`src/source/tti_pkg.sv`:
```
// TTI read path package with queue word types, the buffered item and reset action codes
`default_nettype none

package tti_pkg;

  // Bytes per descriptor fit in this many bits
  localparam int unsigned DescLenWidth = 16;

  // One SDR data byte on the bus
  localparam int unsigned BitsPerByte = 8;

  // Counter covers the data bits, the T bit and the final falling edge
  localparam int unsigned BitCntWidth = $clog2(BitsPerByte + 2);

  // Word on the TX data queue
  typedef logic [BitsPerByte-1:0] tti_byte_t;

  // TX descriptor as read from the TTI descriptor queue
  typedef struct packed {
    logic [15:0]             reserved;
    logic [DescLenWidth-1:0] data_len;
  } tx_desc_t;

  // Byte tagged with the end of its descriptor
  typedef struct packed {
    tti_byte_t data;
    logic      last;
  } tx_item_t;

  // Reset action code, as delivered by RSTACT
  typedef logic [7:0] rst_action_t;

  localparam rst_action_t RstActPeripheral = 8'h01;
  localparam rst_action_t RstActEscalate   = 8'h02;

endpackage

`default_nettype wire

```
`src/source/tx_descriptor_unpacker.sv`:
```
// TX descriptor unpacker that pulls the counted bytes from the data queue and tags the last one
`timescale 1ns/100ps
`default_nettype none

module tx_descriptor_unpacker
  import tti_pkg::*;
(
  input  logic      clk_i,
  input  logic      rst_ni,

  // TX descriptor queue
  input  logic      tx_desc_rvalid_i,
  input  tx_desc_t  tx_desc_rdata_i,
  output logic      tx_desc_rready_o,

  // TX data queue
  input  logic      tx_queue_rvalid_i,
  input  tti_byte_t tx_queue_rdata_i,
  output logic      tx_queue_rready_o,

  // Towards the byte FIFO
  output logic      item_valid_o,
  output tx_item_t  item_o,
  input  logic      item_ready_i
);

  logic [DescLenWidth-1:0] remaining_q;
  logic                    counting;
  logic                    desc_take;
  logic                    byte_take;
  logic                    last_byte;

  // Idle whenever no bytes are left to move
  assign counting  = (remaining_q != '0);
  assign last_byte = (remaining_q == DescLenWidth'(1));

  // Descriptor accepted in the same cycle it shows up
  assign tx_desc_rready_o = ~counting & tx_desc_rvalid_i;
  assign desc_take        = tx_desc_rready_o;

  // Only pull from the queue when the FIFO can take the byte
  assign tx_queue_rready_o = counting & item_ready_i;
  assign item_valid_o      = counting & tx_queue_rvalid_i;
  assign byte_take         = item_valid_o & item_ready_i;

  always_comb begin
    item_o      = '0;
    item_o.data = tx_queue_rdata_i;
    item_o.last = last_byte;
  end

  // A zero length loads zero and leaves the block idle
  always_ff @(posedge clk_i or negedge rst_ni) begin
    if (!rst_ni) begin
      remaining_q <= '0;
    end else if (desc_take) begin
      remaining_q <= tx_desc_rdata_i.data_len;
    end else if (byte_take) begin
      remaining_q <= remaining_q - DescLenWidth'(1);
    end
  end

endmodule

`default_nettype wire

```
`src/source/tx_byte_fifo.sv`:
```
// Byte FIFO holding tagged TX items between the unpacker and the SDR serializer
`timescale 1ns/100ps
`default_nettype none

module tx_byte_fifo
  import tti_pkg::*;
#(
  parameter int unsigned FifoDepth = 4
) (
  input  logic     clk_i,
  input  logic     rst_ni,

  input  logic     wvalid_i,
  input  tx_item_t wdata_i,
  output logic     wready_o,

  output logic     rvalid_o,
  output tx_item_t rdata_o,
  input  logic     rready_i
);

  localparam int unsigned AddrWidth = $clog2(FifoDepth);

  tx_item_t             mem_q [FifoDepth];
  logic [AddrWidth:0]   wptr_q;
  logic [AddrWidth:0]   rptr_q;
  logic                 full;
  logic                 empty;
  logic                 push;
  logic                 pop;

  // Top pointer bit tells full from empty
  assign empty = (wptr_q == rptr_q);
  assign full  = (wptr_q[AddrWidth] != rptr_q[AddrWidth]) &&
                 (wptr_q[AddrWidth-1:0] == rptr_q[AddrWidth-1:0]);

  assign wready_o = ~full;
  assign rvalid_o = ~empty;
  assign push     = wvalid_i & ~full;
  assign pop      = rready_i & ~empty;

  assign rdata_o = mem_q[rptr_q[AddrWidth-1:0]];

  always_ff @(posedge clk_i or negedge rst_ni) begin
    if (!rst_ni) begin
      wptr_q <= '0;
      rptr_q <= '0;
    end else begin
      if (push) wptr_q <= wptr_q + 1'b1;
      if (pop) rptr_q <= rptr_q + 1'b1;
    end
  end

  always_ff @(posedge clk_i) begin
    if (push) mem_q[wptr_q[AddrWidth-1:0]] <= wdata_i;
  end

endmodule

`default_nettype wire

```
`src/source/sdr_read_serializer.sv`:
```
// SDR read serializer that shifts data bytes and T bits onto SDA at SCL falling edges
`timescale 1ns/100ps
`default_nettype none

module sdr_read_serializer
  import tti_pkg::*;
(
  input  logic     clk_i,
  input  logic     rst_ni,

  input  logic     xfer_en_i,
  input  logic     scl_negedge_i,

  // From the byte FIFO
  input  logic     item_valid_i,
  input  tx_item_t item_i,
  output logic     item_ready_o,

  // Bus side
  output logic     sda_o,
  output logic     sel_od_pp_o,
  output logic     tx_end_o
);

  logic                   busy_q;
  logic [BitCntWidth-1:0] bit_cnt_q;
  tti_byte_t              shift_q;
  logic                   last_q;
  logic                   sda_q;
  logic                   pp_q;
  logic                   tx_end_q;
  logic                   t_bit_next;
  logic                   t_done;
  logic                   can_start;
  logic                   start;

  // Counter value 9 means the T bit is on the bus
  assign t_bit_next = (bit_cnt_q == BitCntWidth'(BitsPerByte));
  assign t_done     = (bit_cnt_q == BitCntWidth'(BitsPerByte + 1));

  // New byte either from idle or right after a T bit of 1
  assign can_start    = ~busy_q | (t_done & ~last_q);
  assign item_ready_o = can_start & scl_negedge_i & xfer_en_i;
  assign start        = item_ready_o & item_valid_i;

  always_ff @(posedge clk_i or negedge rst_ni) begin
    if (!rst_ni) begin
      busy_q    <= 1'b0;
      bit_cnt_q <= '0;
      last_q    <= 1'b0;
      sda_q     <= 1'b1;
      pp_q      <= 1'b0;
      tx_end_q  <= 1'b0;
    end else begin
      tx_end_q <= 1'b0;
      if (start) begin
        busy_q    <= 1'b1;
        bit_cnt_q <= BitCntWidth'(1);
        last_q    <= item_i.last;
        sda_q     <= item_i.data[BitsPerByte-1];
        pp_q      <= 1'b1;
      end else if (busy_q && scl_negedge_i) begin
        if (t_done) begin
          // Release SDA and report the end of the read
          busy_q    <= 1'b0;
          bit_cnt_q <= '0;
          sda_q     <= 1'b1;
          tx_end_q  <= last_q;
        end else if (t_bit_next) begin
          // T bit driven open drain
          sda_q     <= ~last_q;
          pp_q      <= 1'b0;
          bit_cnt_q <= bit_cnt_q + 1'b1;
        end else begin
          sda_q     <= shift_q[BitsPerByte-1];
          bit_cnt_q <= bit_cnt_q + 1'b1;
        end
      end
    end
  end

  always_ff @(posedge clk_i) begin
    if (start) begin
      shift_q <= {item_i.data[BitsPerByte-2:0], 1'b0};
    end else if (busy_q && scl_negedge_i) begin
      shift_q <= {shift_q[BitsPerByte-2:0], 1'b0};
    end
  end

  assign sda_o       = sda_q;
  assign sel_od_pp_o = pp_q;
  assign tx_end_o    = tx_end_q;

endmodule

`default_nettype wire

```
`src/source/target_reset_control.sv`:
```
// Target reset control turning reset actions and reset patterns into reset requests
`timescale 1ns/100ps
`default_nettype none

module target_reset_control
  import tti_pkg::*;
(
  input  logic        clk_i,
  input  logic        rst_ni,

  input  rst_action_t rst_action_i,
  input  logic        rst_action_valid_i,
  input  logic        target_reset_detect_i,
  input  logic        peripheral_reset_done_i,

  output logic        peripheral_reset_o,
  output logic        escalated_reset_o
);

  logic armed_q;
  logic act_periph;
  logic act_escalate;
  logic periph_set;
  logic escalate_set;

  assign act_periph   = rst_action_valid_i & (rst_action_i == RstActPeripheral);
  assign act_escalate = rst_action_valid_i & (rst_action_i == RstActEscalate);

  // First pattern resets the peripheral, a repeated one escalates
  assign periph_set   = act_periph | (target_reset_detect_i & ~armed_q);
  assign escalate_set = act_escalate | (target_reset_detect_i & armed_q);

  always_ff @(posedge clk_i or negedge rst_ni) begin
    if (!rst_ni) begin
      armed_q            <= 1'b0;
      peripheral_reset_o <= 1'b0;
      escalated_reset_o  <= 1'b0;
    end else begin
      // Any reset action cancels a pending escalation
      if (rst_action_valid_i) armed_q <= 1'b0;
      else if (target_reset_detect_i) armed_q <= 1'b1;

      if (periph_set) peripheral_reset_o <= 1'b1;
      else if (peripheral_reset_done_i) peripheral_reset_o <= 1'b0;

      // Sticky until the next chip reset
      if (escalate_set) escalated_reset_o <= 1'b1;
    end
  end

endmodule

`default_nettype wire

```
`src/source/i3c_target_read_path.sv`:
```
// I3C target private-read data path with the reset request logic alongside
`timescale 1ns/100ps
`default_nettype none

module i3c_target_read_path
  import tti_pkg::*;
#(
  parameter int unsigned FifoDepth = 4
) (
  input  logic        clk_i,
  input  logic        rst_ni,

  // TTI queues
  input  logic        tx_desc_rvalid_i,
  input  tx_desc_t    tx_desc_rdata_i,
  output logic        tx_desc_rready_o,
  input  logic        tx_queue_rvalid_i,
  input  tti_byte_t   tx_queue_rdata_i,
  output logic        tx_queue_rready_o,

  // Bus
  input  logic        xfer_en_i,
  input  logic        scl_negedge_i,
  output logic        sda_o,
  output logic        sel_od_pp_o,
  output logic        tx_end_o,

  // Reset handling
  input  rst_action_t rst_action_i,
  input  logic        rst_action_valid_i,
  input  logic        target_reset_detect_i,
  input  logic        peripheral_reset_done_i,
  output logic        peripheral_reset_o,
  output logic        escalated_reset_o
);

  logic     unp_valid;
  tx_item_t unp_item;
  logic     unp_ready;
  logic     ser_valid;
  tx_item_t ser_item;
  logic     ser_ready;

  tx_descriptor_unpacker u_unpacker (
    .clk_i             (clk_i),
    .rst_ni            (rst_ni),
    .tx_desc_rvalid_i  (tx_desc_rvalid_i),
    .tx_desc_rdata_i   (tx_desc_rdata_i),
    .tx_desc_rready_o  (tx_desc_rready_o),
    .tx_queue_rvalid_i (tx_queue_rvalid_i),
    .tx_queue_rdata_i  (tx_queue_rdata_i),
    .tx_queue_rready_o (tx_queue_rready_o),
    .item_valid_o      (unp_valid),
    .item_o            (unp_item),
    .item_ready_i      (unp_ready)
  );

  tx_byte_fifo #(
    .FifoDepth (FifoDepth)
  ) u_fifo (
    .clk_i    (clk_i),
    .rst_ni   (rst_ni),
    .wvalid_i (unp_valid),
    .wdata_i  (unp_item),
    .wready_o (unp_ready),
    .rvalid_o (ser_valid),
    .rdata_o  (ser_item),
    .rready_i (ser_ready)
  );

  sdr_read_serializer u_serializer (
    .clk_i         (clk_i),
    .rst_ni        (rst_ni),
    .xfer_en_i     (xfer_en_i),
    .scl_negedge_i (scl_negedge_i),
    .item_valid_i  (ser_valid),
    .item_i        (ser_item),
    .item_ready_o  (ser_ready),
    .sda_o         (sda_o),
    .sel_od_pp_o   (sel_od_pp_o),
    .tx_end_o      (tx_end_o)
  );

  target_reset_control u_reset_ctrl (
    .clk_i                   (clk_i),
    .rst_ni                  (rst_ni),
    .rst_action_i            (rst_action_i),
    .rst_action_valid_i      (rst_action_valid_i),
    .target_reset_detect_i   (target_reset_detect_i),
    .peripheral_reset_done_i (peripheral_reset_done_i),
    .peripheral_reset_o      (peripheral_reset_o),
    .escalated_reset_o       (escalated_reset_o)
  );

endmodule

`default_nettype wire

```
`config.mk`:
```
export PLATFORM = sky130hd
export DESIGN_NAME = i3c_target_read_path
export DESIGN_NICKNAME = d
export VERILOG_FILES = /design/src/source/tti_pkg.sv /design/src/source/tx_descriptor_unpacker.sv /design/src/source/tx_byte_fifo.sv /design/src/source/sdr_read_serializer.sv /design/src/source/target_reset_control.sv /design/src/source/i3c_target_read_path.sv
export SDC_FILE = /design/constraint.sdc
export NUM_CORES = 1
export LEC_CHECK = 0
export ABC_CLOCK_PERIOD_IN_PS = 6800
export BUFFER_PORTS_ARGS = -buffer_cell sky130_fd_sc_hd__buf_2
export CAP_MARGIN = 20
export CELL_PAD_IN_SITES_DETAIL_PLACEMENT = 1
export CELL_PAD_IN_SITES_GLOBAL_PLACEMENT = 1
export CORE_MARGIN = 2
export CORE_UTILIZATION = 40
export CTS_BUF_LIST = sky130_fd_sc_hd__clkbuf_16
export DETAILED_ROUTE_END_ITERATION = 10
export PLACE_DENSITY = 0.72
export SLEW_MARGIN = 20
export SYNTH_ARGS = -nofsm -noshare
export SYNTH_HDL_FRONTEND = slang
export SYNTH_HIERARCHICAL = 1
export SYNTH_SLANG_ARGS = --single-unit
```
`constraint.sdc`:
```
create_clock -name clk_i -period 6.8 [get_ports clk_i]
set_input_delay 0.68 -clock clk_i [delete_from_list [all_inputs] [get_ports clk_i]]
set_output_delay 0.68 -clock clk_i [all_outputs]
set_load 0.02 [all_outputs]
```
==> qor.csv, run 1 <==
metric,value,unit
leakage,1.80,nW
Critical Path Sink Type,primary output,
CTS-repair resized insts,0,
chip height,103,um
main combinational cell family by area after synthesis,simple AND/OR/NAND/NOR gates,
full die area,10600,um^2
first-pass GRT wire length,13700,um
Min-Delay Path Class,input pin to asynchronous set/reset pin,
GR Util met1,21.8,%
Fillers,1046,
worst-path maximum fanout,19,
max-slew violation count,0,
xor/xnor share of the synthesized area,1.99,%
Max-Cap Viols,0,
Register Area,2140,um^2
crit path DAT,2.59,ns
setup slack at placement,3.94,ns
Cell Rows,36,
Fin Setup TNS,0,ns
drt wl/cell,17.1,um
Period minus WS final,3.27,ns
clk root buf,clkbuf_16,
"Reg clk slew, reported paths",0.06,ns
post-synthesis mux area share,7.99,%
vias in the first global route,2734,
area of the multi-input gates,1600,um^2
PD cells,415,nW/um^2
# clock sinks,77,
Final GP Congestion,0.739,
Port Buffers,47,
nets,415,
Core Region,9640,um^2
Gate Count Post-Synth,306,
CTS tree,done,
Post-synth EDFFs,43,
total CTS buffers,9,
worst skew pair latency,0.34,ns
final worst slack,3.53,ns
Vias/cell,5.35,
Post-Syn Area,3900,um^2
period utilisation layout,48.1,%
DR pass1 iterations,4,
M2 GR Usage,29.2,%
diode count,0,
syn_nets,374,
fmax,0.306,GHz
GR Overflow Total,0,
startpoint class of the critical path,register,
Yosys reg bits,77,
Synth Warn #,6,
# hold bufs at CTS,0,
skew final,0.00711,ns
WS Path Type,register to primary output,
DRC violations left,0,
synth unique cells,63,
Final Cell Area,4490,um^2
initial antenna violation count,0,
Detailed Route WL,8280,um
Fin. Hold Viols,0,
post-synthesis compound-gate area fraction,9.78,%
post-synthesis simple-gate area fraction,17.7,%
initial drt markers,59,
DP Area,4190,um^2
Slew @ Worst Pin,0.828,ns
met3 usage,3.80,%
setup bufs post-CTS,0,
CTS Buffer Depth,2,
outcome,"complete, no violations",
share of cells above drive strength 1,27.0,%
"Area growth, synth to finish",15.1,%
gr busiest metal,met2,
critical path required time,6.12,ns
final antenna-violating net count,0,
gr usage total,17.3,%
starting density of the core,40.5,%
sequential fraction of the synthesis area,54.9,%
total number of vias,2593,
I/O Pins,64,
H-tree levels,3,
dpl hpwl,5700,um
Synth Area in Adders,3.53,%
peak supply drop,0.130,mV
setup violators final,0,
Mapped Avg Cell Area,12.7,um^2
fraction of registers with async set/reset,44.2,%
Die X,103,um
Slew HR,44.8,%
pin count of the biggest net entering global routing,35,
unrepaired setup endpoints after global routing,false,
top flip-flop cell by instance count after synthesis,edfxtp_1,
[per-layer routing]
| metal | wire length (um) | vias up | share of wire, % |
|---|---|---|---|
| li1 | - | 1241 | - |
| met1 | 3700 | 1290 | 45 |
| met2 | 4170 | 55 | 50 |
| met3 | 312 | 7 | 3.8 |
| met4 | 88 | 0 | 1.1 |
| met5 | 0 | - | 0 |
[worst max-delay path, cell delays in order (launching register included)]
cell     delay (ns)
dfrtp_1        0.45
nor4_2         0.70
nand4_2        0.56
and2_1         0.38
buf_2          0.16
[sequential cells by signal, indices dropped and copies added, names as in the netlist]
register / count
u_serializer/sel_od_pp_o: 1
u_serializer/bit_cnt_q: 4
u_serializer/shift_q: 7
u_unpacker/remaining_q: 16
u_reset_ctrl/armed_q: 1
u_serializer/tx_end_o: 1
u_fifo/rptr_q: 3
u_serializer/last_q: 1
u_fifo/wptr_q: 3
u_serializer/busy_q: 1
u_serializer/sda_o: 1
u_reset_ctrl/peripheral_reset_o: 1
u_reset_ctrl/escalated_reset_o: 1
u_fifo/mem_q: 36
[cells in the mapped netlist (2+ instances only)]
master | n | area share, %
nand4_1 | 5 | 0.80
ha_1 | 11 | 3.5
buf_2 | 2 | 0.26
mux2_2 | 7 | 2.0
a211oi_1 | 4 | 0.77
a21oi_1 | 13 | 1.7
a31oi_1 | 3 | 0.48
a211o_1 | 4 | 0.90
clkbuf_1 | 2 | 0.19
and2_1 | 7 | 1.1
nor4_2 | 4 | 1.3
nor2_1 | 12 | 1.2
xnor2_1 | 4 | 0.90
inv_1 | 12 | 1.2
edfxtp_1 | 43 | 33
nand2b_1 | 7 | 1.1
a22oi_1 | 2 | 0.38
nand2_1 | 18 | 1.7
mux2i_1 | 3 | 0.77
o31ai_1 | 8 | 1.5
dfrtp_1 | 33 | 21
nand3_1 | 12 | 1.5
buf_4 | 11 | 2.1
nand3b_1 | 2 | 0.38
and3_1 | 14 | 2.2
o21ai_0 | 6 | 0.77
and4_1 | 2 | 0.45
mux4_2 | 9 | 5.2
nor3_1 | 6 | 0.77
or3_1 | 5 | 0.80
xor2_1 | 3 | 0.67
[report_power, final]
part           switching (W)  leakage, nW  internal, W
sequential          0.000146        0.811     0.000649
combinational       0.000318        0.846     0.000268
clock               0.000194        0.141     0.000286
[layout make-up]
cell class	count	area share, %
Tap cell	133	3.71
Sequential cell	77	47.7
Multi-Input combinational cell	200	35.6
Timing Repair Buffer	47	5.24
Inverter	12	1.00
Clock inverter	7	1.70
Clock buffer	9	5.02
[worst paths after layout]
kind	start	end	slack [ns]	depth (start not counted)
worst max-delay path	u_unpacker/remaining_q[2]$_DFFE_PN0P_	tx_queue_rready_o	3.53	4
worst min-delay path	rst_ni	u_serializer/bit_cnt_q[3]$_DFFE_PN0P_	0.43	1
worst max register to register	u_unpacker/remaining_q[2]$_DFFE_PN0P_	u_fifo/mem_q[2][0]$_DFFE_PP_	4.00	4
worst min register to register	u_unpacker/remaining_q[15]$_DFFE_PN0P_	u_unpacker/remaining_q[15]$_DFFE_PN0P_	0.50	1
max in group asynchronous	rst_ni	u_unpacker/remaining_q[15]$_DFFE_PN0P_	5.86	1
min in group clk_i	u_unpacker/remaining_q[15]$_DFFE_PN0P_	u_unpacker/remaining_q[15]$_DFFE_PN0P_	0.50	1
[cell usage in the layout (no fill, tap or decap), types with 2 or more instances in the layout]
cell type / count
buf_2: 47
edfxtp_1: 43
dfrtp_1: 33
nand2_1: 18
and3_1: 14
inv_1: 13
a21oi_1: 13
nand3_1: 12
nor2_1: 12
ha_1: 11
clkbuf_16: 9
mux4_2: 9
o31ai_1: 8
nand2b_1: 7
mux2_2: 7
and2_1: 7
nor3_1: 6
o21ai_0: 6
or3_1: 5
nand4_1: 5
xnor2_1: 4
a211oi_1: 4
a211o_1: 4
nor4_2: 4
clkinvlp_4: 3
xor2_1: 3
a31oi_1: 3
mux2i_1: 3
nand3b_1: 2
and4_1: 2
a22oi_1: 2
[cells by family after synthesis]
family	after synthesis
flip-flops	77
buffers and inverters	29
adder cells (fa/ha/maj)	11
AO/OA/AOI/OAI	54
AND/OR/NAND/NOR	108
XOR/XNOR	8
multiplexers	19
[per-stage QoR]
step | hold WS (ns) | std cells | total power (W) | util (%)
3_3_place_gp | 0.482 | 469 | 0.00135 | 43.4
3_5_place_dp | 0.493 | 469 | 0.00139 | 43.4
2_1_floorplan | 0.384 | 306 | 0.00122 | -
6_report | 0.430 | 485 | 0.00186 | 46.6
5_1_grt | 0.496 | 485 | 0.00199 | 46.6
4_1_cts | 0.460 | 485 | 0.00189 | 46.6
Power figures use the tool's default switching activity.
==> inputs of run 2 (changes only) <==
- ABC_AREA: default -> 1
- ABC_CLOCK_PERIOD_IN_PS: 6800 -> 2800
- CORE_UTILIZATION: 40 -> 39
- PLACE_DENSITY: 0.72 -> 0.77
- clock period: 6.8 -> 2.8 ns (I/O delays scaled with it)
==> qor.csv, run 2 <==
metric,value,unit,change
outcome,"complete, no violations",,
Critical Path Sink Type,primary output,,
fmax,0.409,GHz,
"commonest non-fill, non-tap cells in the layout","nand2_1 (151), inv_1 (52), nor2_1 (48)",,
Total Power,0.00478,W,+160%
worst-path maximum fanout,18,,-1
largest stage delay on the critical path,0.40,ns,-0.30 ns
Finished Layout Cells,676,,+39%
top-area cell type share of the netlist area,30.5,%,-2.6 points
sequential fraction of the synthesis area,50.6,%,-4.3 points
Fin. Hold Viols,0,,unchanged
Min-Delay Path Class,input pin to asynchronous set/reset pin,,
Gate power share,37.4,%,+5.9 points
CTS-repair resized insts,0,,unchanged
setup violators final,0,,unchanged
startpoint class of the critical path,register,,
Seq pwr share,39.2,%,-3.5 points
Switch Pwr,0.00202,W,+210%
Synth Warn #,6,,unchanged
final antenna-violating net count,0,,unchanged
Cell Rows,38,,+5.6%
Die X,108,um,+5.3%
Max-Cap Viols,0,,unchanged
period utilisation layout,87.3,%,
worst-path cell chain,inv_1 > ha_1 > nand2_2 > nor2_4 > nand3_4 > inv_2 > buf_2,,
clock network fraction of total power,23.4,%,-2.4 points
Final Cell Area,4800,um^2,+6.9%
Gate Count Post-Synth,490,,+60%
Post-Syn Area,4230,um^2,+8.5%
# hold bufs at CTS,0,,unchanged
nets,599,,+44%
Post-Place Cells,660,,+41%
Yosys reg bits,77,,unchanged
worst skew pair latency,0.34,ns,about the same
Core Region,10700,um^2,+11%
H-tree levels,3,,unchanged
CTS Buffer Depth,2,,unchanged
area of the multi-input gates,1730,um^2,+8.1%
syn_nets,558,,+49%
DP Area,4510,um^2,+7.8%
initial drt markers,100,,+69%
DRC violations left,0,,unchanged
cell taking the most area after synthesis,edfxtp_1,,
top flip-flop cell by instance count after synthesis,edfxtp_1,,
GR Overflow Total,0,,unchanged
fraction of registers with async set/reset,44.2,%,unchanged
Register Area,2140,um^2,unchanged
worst r2r path cells,10,,+6
vias in the first global route,3560,,+30%
Slew @ Worst Pin,0.836,ns,+0.00858 ns
gr usage total,18.8,%,+1.5 points
initial antenna violation count,0,,unchanged
crit path DAT,2.16,ns,-0.43 ns
setup bufs post-CTS,0,,unchanged
CTS tree,done,,
setup slack at placement,0.652,ns,-3.29 ns
peak supply drop,0.340,mV,+160%
Synth top cells by count,"nand2_1 (151), inv_1 (51), nor2_1 (48)",,
total CTS buffers,9,,unchanged
Fillers,1298,,+24%
CP max-delay cell,dfrtp_1,,
Reg2Reg Setup Slack,0.66,ns,-3.34 ns
top-count cell post-synth,nand2_1,,
synth unique cells,34,,-46%
clk root buf,clkbuf_16,,
DR pass1 iterations,4,,unchanged
drt wl/cell,15.2,um,-11%
PD cells,997,nW/um^2,+140%
Period minus WS final,2.44,ns,
switch share,42.2,%,+6.8 points
Mapped Avg Cell Area,8.64,um^2,-32%
pin count of the biggest net entering global routing,35,,unchanged
Detailed Route WL,10300,um,+24%
share of cells above drive strength 1,18.8,%,-8.1 points
"Area growth, synth to finish",13.3,%,
Port Buffers,47,,unchanged
total number of vias,3379,,+30%
critical path required time,2.52,ns,-3.60 ns
first-pass GRT wire length,17200,um,+25%
P_int,0.00276,W,+130%
chip height,108,um,+5.3%
WS Path Type,register to primary output,,
# clock sinks,77,,unchanged
Post-synth EDFFs,43,,unchanged
diode count,0,,unchanged
"Reg clk slew, reported paths",0.06,ns,about the same
full die area,11700,um^2,+11%
unrepaired setup endpoints after global routing,false,,
starting density of the core,39.6,%,-0.91 points
Final GP Congestion,0.795,,+7.5%
synth top area cells,"edfxtp_1 (31%), dfrtp_1 (20%), nand2_1 (13%)",,
max-slew violation count,0,,unchanged
Vias/cell,5.00,,-6.5%
I/O Pins,64,,unchanged
Fin Setup TNS,0,ns,unchanged
leakage,2.27,nW,+26%
max reg flops,36,,unchanged
final worst slack,0.356,ns,-3.18 ns
skew final,0.00733,ns,+0.000226 ns
Slew HR,44.3,%,-0.57 points
dpl hpwl,7130,um,+25%
"commonest non-fill, non-tap cell in the layout",nand2_1,,
-- run 2: cell types whose count changed after synthesis, moves of 8 or more --
cell     previous run  this run
nand2_1            18       151
inv_1              12        51
nor2_1             12        48
nand3_1            12        39
o21ai_0             6        27
and3_1             14         0
a21oi_1            13         2
mux4_2              9         0
nand2_2             0         9
o22ai_1             1         9
-- run 2: area by class of cell --
cell class | count | area share, %
Sequential cell | 77 | 44.7
Multi-Input combinational cell | 337 | 36.0
Timing Repair Buffer | 50 | 5.37
Clock buffer | 9 | 4.69
Inverter | 56 | 4.41
Tap cell | 140 | 3.65
Clock inverter | 7 | 1.20
-- run 2: cells by family (layout without fill, tap and decap cells) --
| logic type | Yosys count | count (layout) | share of synthesized area [%] |
|---|---|---|---|
| simple gates | 279 | 279 | 30.8 |
| flops | 77 | 77 | 50.6 |
| buf+inv | 76 | 122 | 8.57 |
| compound gates | 42 | 42 | 5.68 |
| fa+ha+maj | 11 | 11 | 3.25 |
| xor+xnor | 5 | 5 | 1.03 |
-- run 2: per-layer routing --
metal,track usage (%),share of wire [%]
met4,4.85,1.1
met2,31.8,48
met3,4.04,3.9
met1,24.5,47
met5,0,0
-- run 2: power groups by stage --
stage | clock network [W] | logic [W] | registers, W
after global routing | 0.00120 | 0.00204 | 0.00192
after global placement | 0 | 0.00166 | 0.00187
final | 0.00112 | 0.00179 | 0.00188
after floorplan | 0 | 0.00138 | 0.00181
after detailed placement | 0 | 0.00178 | 0.00189
after CTS | 0.00115 | 0.00180 | 0.00188
-- run 2: critical path: cells and delay by family, from the launching register on --
family	cells	cell delay, ns
buf+inv	3	0.68
simple gates	3	0.54
flops	1	0.40
fa+ha+maj	1	0.19
-- run 2: path summary, 6_finish.rpt --
kind / end / start
max in group asynchronous: u_serializer/last_q$_DFFE_PN0P_ / rst_ni
min reg2reg: u_reset_ctrl/escalated_reset_o$_DFFE_PN0P_ / u_reset_ctrl/escalated_reset_o$_DFFE_PN0P_
max reg2reg: u_fifo/mem_q[3][3]$_DFFE_PP_ / u_unpacker/remaining_q[0]$_DFFE_PN0P_
min in group clk_i: u_reset_ctrl/armed_q$_DFFE_PN0P_ / rst_action_valid_i
min: u_unpacker/remaining_q[8]$_DFFE_PN0P_ / rst_ni
max: tx_desc_rready_o / u_unpacker/remaining_q[0]$_DFFE_PN0P_
-- run 2: stage by stage --
stage          utilization [%]  hold slack (ns)
4_1_cts                   44.8           0.0825
6_report                  44.8           0.0498
5_1_grt                   44.8            0.111
3_3_place_gp              42.2            0.427
2_1_floorplan                -          -0.0156
3_5_place_dp              42.2            0.441
==> inputs of run 3 (changes only) <==
- MAX_ROUTING_LAYER: default -> met4
==> qor.csv, run 3 (synthesis results as in run 2) <==
metric,value,unit,change
outcome,"complete, no violations",,
Core Region,10700,um^2,unchanged
final worst slack,0.351,ns,-0.00528 ns
"commonest non-fill, non-tap cells in the layout","nand2_1 (151), inv_1 (52), nor2_1 (48)",,
initial antenna violation count,0,,unchanged
diode count,0,,unchanged
setup bufs post-CTS,0,,unchanged
vias in the first global route,3556,,-0.11%
drt wl/cell,15.2,um,+0.13%
startpoint class of the critical path,register,,
Max-Cap Viols,0,,unchanged
Fillers,1298,,unchanged
crit-path leading delay family,buffers and inverters,,
Port Buffers,47,,unchanged
Period minus WS final,2.45,ns,+0.00528 ns
Switch Pwr,0.00202,W,about the same
clk root buf,clkbuf_16,,
fmax,0.408,GHz,-0.22%
dpl hpwl,7130,um,unchanged
worst skew pair latency,0.34,ns,about the same
CP max-delay cell,dfrtp_1,,
GR Util met1,24.6,%,+0.076 points
CP Depth,7,,unchanged
Post-Place Cells,660,,unchanged
M2 GR Usage,31.8,%,-0.045 points
first-pass GRT wire length,17100,um,about the same
smallest hold slack,0.0512,ns,+0.00142 ns
initial drt markers,135,,+35%
clock network fraction of total power,23.4,%,about the same
Vias/cell,4.99,,-0.12%
Slew HR,44.1,%,-0.14 points
setup slack at placement,0.652,ns,unchanged
full die area,11700,um^2,unchanged
DRC violations left,0,,unchanged
Worst Path Buf+Inv,3,,unchanged
skew final,0.00710,ns,-0.000236 ns
Fin Setup TNS,0,ns,unchanged
met3 usage,4.16,%,+0.12 points
# hold bufs at CTS,0,,unchanged
# clock sinks,77,,unchanged
largest stage delay on the critical path,0.40,ns,about the same
Critical Path Sink Type,primary output,,
period utilisation layout,87.5,%,+0.19 points
"Area growth, synth to finish",13.3,%,unchanged
gr busiest metal,met2,,
Final Cell Area,4800,um^2,unchanged
CTS tree,done,,
Die X,108,um,unchanged
CTS Buffer Depth,2,,unchanged
Detailed Route WL,10300,um,+0.13%
unrepaired setup endpoints after global routing,false,,
crit path DAT,2.17,ns,about the same
worst r2r path cells,10,,unchanged
Finished Layout Cells,676,,unchanged
PD cells,997,nW/um^2,about the same
chip height,108,um,unchanged
DP Area,4510,um^2,unchanged
H-tree levels,3,,unchanged
total number of vias,3375,,-0.12%
WS Path Type,register to primary output,,
nets,599,,unchanged
P_int,0.00277,W,about the same
gr usage total,19.4,%,+0.59 points
peak supply drop,0.341,mV,+0.13%
final antenna-violating net count,0,,unchanged
GR Overflow Total,0,,unchanged
share of cells above drive strength 1,18.8,%,unchanged
starting density of the core,39.6,%,unchanged
worst-path maximum fanout,18,,unchanged
DR pass1 iterations,4,,unchanged
max-slew violation count,0,,unchanged
pin count of the biggest net entering global routing,35,,unchanged
Final GP Congestion,0.806,,+1.4%
total CTS buffers,9,,unchanged
switch share,42.2,%,about the same
Seq pwr share,39.2,%,about the same
setup violators final,0,,unchanged
worst-path cell chain,inv_1 > ha_1 > nand2_2 > nor2_4 > nand3_4 > inv_2 > buf_2,,
Min-Delay Path Class,input pin to asynchronous set/reset pin,,
I/O Pins,64,,unchanged
Slew @ Worst Pin,0.838,ns,+0.00209 ns
CTS-repair resized insts,0,,unchanged
"Reg clk slew, reported paths",0.06,ns,about the same
critical path required time,2.52,ns,about the same
leakage,2.27,nW,unchanged
Fin. Hold Viols,0,,unchanged
"commonest non-fill, non-tap cell in the layout",nand2_1,,
Cell Rows,38,,unchanged
max reg flops,36,,unchanged
Gate power share,37.4,%,about the same
run 3: cell counts in the layout (fill, tap and decap cells not counted):
No cell type changed its count.
run 3: worst paths after layout:
kind | to | slack, ns | from
max | tx_desc_rready_o | 0.35 | u_unpacker/remaining_q[0]$_DFFE_PN0P_
max reg2reg | u_fifo/mem_q[3][3]$_DFFE_PP_ | 0.66 | u_unpacker/remaining_q[0]$_DFFE_PN0P_
min in group clk_i | u_reset_ctrl/armed_q$_DFFE_PN0P_ | 0.13 | rst_action_valid_i
min | u_unpacker/remaining_q[8]$_DFFE_PN0P_ | 0.05 | rst_ni
max in group asynchronous | u_reset_ctrl/peripheral_reset_o$_DFFE_PN0P_ | 2.23 | rst_ni
min reg2reg | u_reset_ctrl/escalated_reset_o$_DFFE_PN0P_ | 0.47 | u_reset_ctrl/escalated_reset_o$_DFFE_PN0P_
run 3: final cells by class:
class                      count  area [um^2]  area share [%]
clock buffer                   9          225            4.69
clock inverter                 7         57.6            1.20
inverter                      56          211            4.41
multi-input combinational    337         1730            36.0
sequential                    77         2140            44.7
tap                          140          175            3.65
timing repair buffer          50          258            5.37
run 3: routing by layer:
| metal | vias to the layer above | part of all wire (%) |
|---|---|---|
| met5 | - | 0 |
| met4 | 0 | 0.66 |
| met3 | 7 | 3.4 |
| met2 | 51 | 49 |
| met1 | 1646 | 47 |
| li1 | 1671 | - |
run 3: power by group through the flow:
stage	Clock, W	Combinational [W]	Sequential [W]
3_3_place_gp	0	0.00166	0.00187
4_1_cts	0.00115	0.00180	0.00188
5_1_grt	0.00120	0.00204	0.00192
3_5_place_dp	0	0.00178	0.00189
2_1_floorplan	0	0.00138	0.00181
6_report	0.00112	0.00179	0.00188
run 3: worst register-to-register path: stages, from the launching register on:
cell	delay, ns
dfrtp_1	0.38
inv_1	0.11
ha_1	0.23
nand2_2	0.09
nor2_4	0.06
a21boi_0	0.17
buf_4	0.17
nand2_1	0.06
inv_1	0.07
nand2_1	0.08
inv_1	0.37
run 3: metrics by stage:
step / utilization [%] / power (W)
global route: 44.8 / 0.00516
global placement: 42.2 / 0.00354
detailed placement: 42.2 / 0.00367
floorplan: - / 0.00319
CTS: 44.8 / 0.00483
finish: 44.8 / 0.00479
